**src/include/strReader_macros.svh**
```systemverilog
`ifndef STR_READER_MACROS_SVH
`define STR_READER_MACROS_SVH

// cache line geometry
`define LINE_BYTES 64
`define OFFS_PER_LINE 16 // 4-byte offsets per line

// offset lines buffered plus still in flight
`define OFFBUF_DEPTH 4

`define META_DEPTH 64 // one entry per string line request
`define OUT_DEPTH 64 // aligned beats waiting for the sink

// string line requests allowed without a response
`define MAX_INFLIGHT 16

`endif
```
**src/source/memPkg.sv**
```systemverilog
`include "strReader_macros.svh"

package memPkg;

	typedef logic [`LINE_BYTES*8-1:0] lineT; // byte b sits at bits 8b+7:8b
	typedef logic [57:0] lineAddrT; // byte address / 64

	// response routing
	typedef logic reqTagT;

	localparam reqTagT tagOffset = 1'b0;
	localparam reqTagT tagString = 1'b1;

	typedef struct packed {
		lineAddrT addr;
		reqTagT tag;
	} readReqT;

	typedef struct packed {
		lineT data;
		reqTagT tag; // echoed from the request
	} readRespT;

endpackage

```
**src/source/strPkg.sv**
```systemverilog
package strPkg;

	typedef logic [31:0] heapOffT; // byte offset into the heap
	typedef logic [3:0] wordOffT; // 32-bit word within a line

	// one string as two neighbouring offsets
	typedef struct packed {
		heapOffT start;
		heapOffT stop; // one past the last byte
	} offPairT;

	// travels from request to response
	typedef struct packed {
		logic first; // leading line only fills the holder
		wordOffT wordOff; // shift in words
		logic lastLine; // last request of the string
	} strMetaT;

	typedef struct packed {
		memPkg::lineT data;
		logic last;
	} beatT;

	// beats per string follow the length in whole lines
	// an empty string still gives one beat

endpackage

```
**src/source/offsetFetcher.sv**
```systemverilog
`include "strReader_macros.svh"

module offsetFetcher (
	input logic clk,
	input logic rst,
	input logic go,
	input memPkg::lineAddrT baseAddr,
	input logic [31:0] batCount,
	input logic offGrant,
	input logic respValid,
	input memPkg::readRespT readResp,
	input logic pairTake,
	output logic offReq,
	output memPkg::lineAddrT offAddr,
	output strPkg::offPairT pair,
	output logic pairValid
);
	import memPkg::*;
	import strPkg::*;

	localparam int occW = $clog2(`OFFBUF_DEPTH + 1);

	logic [31:0] reqLeft; // offset lines still to request
	logic [31:0] pairsLeft; // pairs still to hand out
	logic [occW-1:0] occ; // lines buffered plus in flight
	lineAddrT reqAddr;
	logic primed; // prevOff holds the next start
	heapOffT prevOff;
	wordOffT idx; // offset slot in the head line
	lineT headLine;
	logic lineEmpty;
	logic linePush;
	logic linePop;
	logic primeStep; // swallow offset 0 once per run
	logic step; // one offset consumed
	heapOffT curOff;

	syncFifo #(
		.WIDTH($bits(lineT)),
		.DEPTH(`OFFBUF_DEPTH),
		.AF_LEVEL(`OFFBUF_DEPTH)
	) lineBuf (
		.clk(clk),
		.rst(rst),
		.push(linePush),
		.pushData(readResp.data),
		.pop(linePop),
		.popData(headLine),
		.empty(lineEmpty),
		.almostFull()
	);

	assign linePush = respValid && (readResp.tag == tagOffset);
	assign curOff = headLine[{idx, 5'b00000} +: 32];

	assign offReq = (reqLeft != '0) && (occ < occW'(`OFFBUF_DEPTH)); // credit check
	assign offAddr = reqAddr;

	assign pairValid = primed && !lineEmpty && (pairsLeft != '0);
	assign pair = '{start: prevOff, stop: curOff};

	assign primeStep = !primed && !lineEmpty && (pairsLeft != '0);
	assign step = primeStep || pairTake;
	// drop the head at its last slot or after the final pair
	assign linePop = step && ((idx == wordOffT'(`OFFS_PER_LINE - 1)) ||
		(pairTake && pairsLeft == 32'd1));

	always_ff @(posedge clk) begin
		if (rst) begin
			reqLeft <= '0;
			pairsLeft <= '0;
			occ <= '0;
			reqAddr <= '0;
			primed <= 1'b0;
			idx <= '0;
		end else begin
			if (go) begin
				// batCount+1 offsets, rounded up to whole lines
				reqLeft <= (batCount == '0) ? '0 :
					32'(({1'b0, batCount} + 33'(`OFFS_PER_LINE)) / `OFFS_PER_LINE);
				pairsLeft <= batCount;
				reqAddr <= baseAddr;
				primed <= 1'b0;
				idx <= '0;
			end else begin
				if (offGrant) begin
					reqLeft <= reqLeft - 1'b1;
					reqAddr <= reqAddr + 1'b1; // address order
				end
				if (primeStep) primed <= 1'b1;
				if (step) idx <= idx + 1'b1; // wraps into the next line
				if (pairTake) begin
					pairsLeft <= pairsLeft - 1'b1;
					if (pairsLeft == 32'd1) begin
						primed <= 1'b0; // run over
						idx <= '0;
					end
				end
			end
			occ <= occ + occW'(offGrant) - occW'(linePop);
		end
	end

	// last offset of a line carries over as the next start
	always_ff @(posedge clk) begin
		if (step) prevOff <= curOff;
	end

endmodule

```
**src/source/syncFifo.sv**
```systemverilog
module syncFifo #(
	parameter int WIDTH = 8,
	parameter int DEPTH = 16,
	parameter int AF_LEVEL = DEPTH - 2
) (
	input logic clk,
	input logic rst,
	input logic push,
	input logic [WIDTH-1:0] pushData,
	input logic pop,
	output logic [WIDTH-1:0] popData,
	output logic empty,
	output logic almostFull
);
	localparam int ptrW = (DEPTH > 1) ? $clog2(DEPTH) : 1;
	localparam int cntW = $clog2(DEPTH + 1);

	logic [WIDTH-1:0] mem [DEPTH];
	logic [ptrW-1:0] wrPtr;
	logic [ptrW-1:0] rdPtr;
	logic [cntW-1:0] count; // entries held

	// wrap at DEPTH, not only at powers of two
	function automatic logic [ptrW-1:0] nextPtr(input logic [ptrW-1:0] ptr);
		return (ptr == ptrW'(DEPTH - 1)) ? '0 : ptr + 1'b1;
	endfunction

	assign popData = mem[rdPtr]; // show-ahead read
	assign empty = (count == '0);
	assign almostFull = (count >= cntW'(AF_LEVEL));

	always_ff @(posedge clk) begin
		if (push) begin
			mem[wrPtr] <= pushData;
		end
	end

	always_ff @(posedge clk) begin
		if (rst) begin
			wrPtr <= '0;
			rdPtr <= '0;
			count <= '0;
		end else begin
			if (push) wrPtr <= nextPtr(wrPtr);
			if (pop) rdPtr <= nextPtr(rdPtr);
			case ({push, pop})
				2'b10: count <= count + 1'b1;
				2'b01: count <= count - 1'b1;
				default: count <= count;
			endcase
		end
	end

	// writers rely on their own credit schemes
	noOverflow: assert property (@(posedge clk) disable iff (rst)
		push |-> count != cntW'(DEPTH))
		else $error("syncFifo push while full");

	noUnderflow: assert property (@(posedge clk) disable iff (rst)
		pop |-> !empty)
		else $error("syncFifo pop while empty");

endmodule

```
**config.mk**
```make
export PLATFORM = sky130hd
export DESIGN_NAME = offsetFetcher
export DESIGN_NICKNAME = d
export VERILOG_FILES = /design/src/source/memPkg.sv /design/src/source/strPkg.sv /design/src/source/offsetFetcher.sv /design/src/source/syncFifo.sv
export VERILOG_INCLUDE_DIRS = /design/src /design/src/include
export SDC_FILE = /design/constraint.sdc
export NUM_CORES = 2
export LEC_CHECK = 0
export BUFFER_PORTS_ARGS = -buffer_cell sky130_fd_sc_hd__buf_2
export CORE_MARGIN = 2
export CORE_UTILIZATION = 55
export CTS_BUF_LIST = sky130_fd_sc_hd__clkbuf_8 sky130_fd_sc_hd__clkbuf_16
export DETAILED_ROUTE_END_ITERATION = 10
export GPL_TIMING_DRIVEN = 0
export HOLD_SLACK_MARGIN = 0.06
export PLACE_DENSITY = 0.74
export SETUP_SLACK_MARGIN = 0.02
export SLEW_MARGIN = 20
export SYNTH_ARGS = -nofsm -noshare
export SYNTH_HDL_FRONTEND = slang
export SYNTH_SLANG_ARGS = --single-unit
export TNS_END_PERCENT = 50
```
**constraint.sdc**
```tcl
create_clock -name clk -period 43.6 [get_ports clk]
set_input_delay 4.36 -clock clk [delete_from_list [all_inputs] [get_ports clk]]
set_output_delay 4.36 -clock clk [all_outputs]
set_load 0.02 [all_outputs]
```
# ---- Word level (Yosys, flattened, before mapping)
# Memory sizes are Yosys's and may differ from the RTL's. A register that Yosys moved wholly into a read port is not among the register bits.
# Index checks and enable logic that the tools add are counted.
dict set report word_totals {
  ramBits 2048
  n_memories 1
  in_bits 609
  out_inout_bits 124
  word_cells 71
  regBits 169
}
dict set report classes {
  add_sub_neg 11
  n_bitwise 1
  shifts 1
  magnitude_cmp 1
  n_reduce_logical 20
  n_mux 20
  eq_ne 6
}
# memory depth word_bits rd rd_ports_with_merged_regs write_ports line_no
set memory_table {}
lappend memory_table {lineBuf.mem 4 512 1 1 1 syncFifo.sv:18} ;# logic [WIDTH-1:0] mem [DEPTH];
# cell n
set ops {}
lappend ops {{$shiftx 512x10->32} 1}
lappend ops {{$mux 32} 4}
lappend ops {{$mux 58} 2}
lappend ops {{$reduce_bool 32->1} 2}
lappend ops {{$sub 32x1->32 const B} 2}
lappend ops {{$add 58x1->58 const B} 1}
lappend ops {{$add 32x5->33 const B} 1}
lappend ops {{$eq 32x1->1 const B} 1}
lappend ops {{$logic_not 32->1} 1}
lappend ops {{$mux 29} 1}
lappend ops {{$mux 4} 3}
lappend ops {{$logic_and 1x1->1} 8}
lappend ops {{$mux 2} 4}
lappend ops {{$eq 2x2->1 const B} 3}
lappend ops {{$pmux 3 s2} 1}
lappend ops {{$reduce_bool 2->1} 3}
lappend ops {{$mux 1} 5}
lappend ops {{$add 2x1->2 const B} 2}
lappend ops {{$add 4x1->4 const B} 1}
lappend ops {{$eq 4x4->1 const B} 1}
lappend ops {{$add 3x1->3} 1}
lappend ops {{$add 3x1->3 const B} 1}
lappend ops {{$logic_not 3->1} 1}
lappend ops {{$lt 3x3->1 const B} 1}
lappend ops {{7 further kinds} 9}

# ---- Logic depth before layout (Yosys ltp)
dict set report depth {
  ltp_word 8
  ltp_mapped 13
  mapped_depth_nobuf 13
}

# ---- Modules after synthesis
# A second synthesis with hierarchy kept.
dict set report unflattened {
  cells_unflattened 3935
  area_unflattened_um2 87123.6
}
# module cells_each area_per_inst_um2 seq_area_each_um2 instances
set modules_own_cells {}
lappend modules_own_cells {syncFifo 2722 74435.1 61679.2 1}
lappend modules_own_cells {offsetFetcher 1213 12688.4 3563.4 1}

# ---- Worst setup path before layout
# OpenSTA, ideal clock, no wires.
dict set report synth_timing {
  path_type {in2reg}
  startpoint {input port respValid}
  endpoint {memory lineBuf.mem[0][0] (netlist bit) (enable)}
  t_arrival_ns 16.202
  required_time_ns 42.657
  setup_time_ns 0.943
  path_buffers 0
  slack_ns 26.454
  cell_stages 2
  path_cell_list {nor2b_1 > and2_1}
}
dict set report synth_via {
  elab_chain_cells 3
}
# element line_no
set synth_lines {}
lappend synth_lines {{start: declaration} offsetFetcher.sv:10} ;# input logic respValid,
lappend synth_lines {{$logic_and 1x1->1} offsetFetcher.sv:53} ;# assign linePush = respValid && (readResp.tag == tagOffset);
lappend synth_lines {{$mux 1} syncFifo.sv:33} ;# if (push) begin
lappend synth_lines {{$mux 1 (not written as such)} syncFifo.sv:34} ;# mem[wrPtr] <= pushData;
lappend synth_lines {{end: declaration} syncFifo.sv:18}
# Every way passes these cells.

==> metrics.txt <==
WP data required=39.24 ns; post-synthesis cell type count=66; placed instance area=94030 um^2; Clk pin slew, worst setup/hold paths=around 0.06 ns; min-delay src=reqLeft[29]; Clock Skew=0.03456 ns; global route total overflow=0; # Post-CTS Setup Buffers=0; met3 WL=around 32000 um; async set-reset flop share out of synthesis=0%; Fin. Hold Viols=0; port bufs=about 730; post-cts gate resize count=0; syn_area_per_cell=around 19 um^2; uppermost routed layer=met5; Die Height=400.2 um; critical path launch point type=flop; Tmin final=between 10 and 15 ns; Slew HR=about a fifth; clk sinks=2219; peak supply drop=0.05357 mV; final net count=~6000; final period utilization=around a quarter; CTS Buffer Depth=3; # setup viols final=0; power density cells=around 44 nW/um^2; drc violations=0; Setup TNS Final=0 ns; worst hold endpoint=reqLeft[29]; CTS tree=done; fmax=0.09748 GHz; CP max stage cell=a211oi_1; unrepaired setup endpoints after global routing=no; CTS H-tree depth=4; root buffer cell=clkbuf_16; critical-path cell list=clkbuf_1 -> buf_2 -> buf_2 -> buf_2 -> buf_2 -> buf_2 -> mux2i_1 -> o221ai_1 -> o21ai_0 -> a211oi_1 -> buf_2; MaxCap Viol Count=0; commonest cells after routing, fill and taps aside=edfxtp_1 (2080), buf_2 (800), mux4_2 (415); Via density=around 6.5; core area=156000 um^2; Yosys Warn Count=0; vias in the first global route=~49000; Worst Hold Path Cells=2; Initial Utilization=between 50% and 60%; Total GRT Usage=32.88%; clk_lat worst skew=0.86 ns; Top FF cell, synth=edfxtp_1; syn_nets=5064; DR pass1 iterations=6; final core occ=between 60 and 70%; Ports=733; status=finished, final reports clean; Final ANT Viol Nets=0; final instance area=101400 um^2; mapped cell area=86350 um^2; Post-synth EDFFs=2080; Area growth syn-to-layout=17.37%; WP data arrival=5.90 ns; CTS Hold Buffers Added=0; leading cell type in the layout, fill and taps excluded=edfxtp_1; r2r setup slk=a little under 40 ns; TritonCTS Buffers=213; DP HPWL=about 190000 um; row cnt=roughly 150; first-pass GRT wire length=between 300000 and 400000 um; crit-path max FO=10; Reg-to-Reg End=prevOff[12]; P_leak=between 30 and 40 nW; DR WL/cell=~34 um; pin count of the biggest net entering global routing=50; sequential area share after synthesis=about 76%; wl on met1=approximately 91000 um; synthesized flop and latch total=about 2200; Crit path largest cell delay=0.68 ns; vias=50400; worst min path class=flop to flop; Worst-Margin Slew=around 1.2 ns; Die Span X=around 400 um; die area=between 150000 and 200000 um^2; Synth Instances=4438; routed wl met2=about 130000 um; Max Slew Vio Count=0; GPL Wtd Cong=approximately 0.96; R2R depth=10; critical path capture point type=primary output; most frequent cell on the critical path=buf_2; WL final=267600 um; critical path type=flop to primary output; antenna violations before repair=217; DR iter-0 viols=slightly below 7000; layout cell share with drive strength beyond 1=around 29%
==> logic make-up (layout without fill, tap and decap cells) <==
kind of cell / after synthesis / in the layout / synth area share, %
muxes: 665 / 665 / 13.73
adders and majority gates: 17 / 17 / 0.2637
xor gates and xnor gates: 128 / 128 / 1.298
buffers and inverters: 290 / 1478 / 1.369
and+or+nand+nor: 554 / 554 / 3.230
DFF: 2219 / 2219 / 75.55
AOI/OAI and AO/OA: 565 / 565 / 4.556
other: 0 / 130 / 0
==> metal layers <==
metal  GRT usage [%]  up-vias
met5               0        -
met4           17.41      132
met3           10.48      698
met2           52.00     3309
met1           40.78    25670
li1                -    20600
==> sequential cells by signal, indices dropped and copies added (netlist names), named ones only <==
register       cells
offAddr           58
lineBuf.mem     2048
primed             1
occ                3
reqLeft           32
lineBuf.wrPtr      2
pairsLeft         32
lineBuf.count      3
prevOff           32
idx                4
lineBuf.rdPtr      2
==> final cells by class <==
| type | count | area, um^2 |
|---|---|---|
| Timing Repair Buffer | 788 | 5005 |
| Inverter | 33 | 123.9 |
| Multi-Input combinational cell | 1929 | 20000 |
| Clock inverter | 185 | 1609 |
| Sequential cell | 2219 | 65240 |
| Tap cell | 2058 | 2575 |
| Buffer | 257 | 1092 |
| Antenna cell | 130 | 325.3 |
| Clock buffer | 215 | 5380 |
| Fill cell | 10400 | 54670 |
==> how the worst max path moves through the flow <==
stage	slack (ns)	start	cells after the start	endpoint
after detailed placement	34.25	idx[0]	9	pair[12]
after global placement	17.18	readResp[0]	3	lineBuf.mem[0][161]
after CTS	33.32	flop	11	pair[12]
final	33.34	flop	11	pair[12]
after global routing	33.21	flop	11	pair[12]
after floorplan	26.45	respValid	2	lineBuf.mem[0][0]
==> worst max-delay path: cells and delay by family (launching register included) <==
family,cells,cell delay (ns)
AO/OA/AOI/OAI,3,1.57
buffers and inverters,7,2.84
flip-flops,1,0.43
multiplexers,1,0.14
==> cells in the mapped netlist, drive strengths merged, types with 51 or more instances <==
cell type  number  share of area [%]
edfxtp       2080                 72
mux4          415                 11
mux2i         245                2.8
nor2          164               0.71
clkbuf        158               0.69
dfxtp         139                3.2
a21oi         114               0.66
buf            99               0.54
a22oi          98               0.85
nand2          94               0.41
a211oi         82               0.71
xnor2          69               0.70
xor2           59               0.60
nand3          58               0.34
o22ai          58               0.42
nor3           52               0.31
o221ai         51               0.52
==> metrics by stage <==
| step | setup slack [ns] | total power (W) | cells | hold slack [ns] |
|---|---|---|---|---|
| 5_1_grt | 33.21 | 0.004591 | 7753 | 0.5238 |
| 2_1_floorplan | 26.45 | 0.002568 | 4438 | 0.4520 |
| 4_1_cts | 33.32 | 0.004494 | 7684 | 0.4879 |
| 3_5_place_dp | 34.25 | 0.002679 | 7284 | 0.4770 |
| 6_report | 33.34 | 0.004490 | 7814 | 0.4827 |
| 3_3_place_gp | 17.18 | 0.002700 | 7225 | 0.4726 |
==> where the power goes <==
part	switching [W]	leakage [nW]	internal (W)	total, W
combinational	0.000154	9.15	0.0000840	0.000238
sequential	0.0000204	20.1	0.00238	0.00240
clock	0.000806	3.62	0.00104	0.00185
Note: power is estimated with default switching activity, not from simulation.
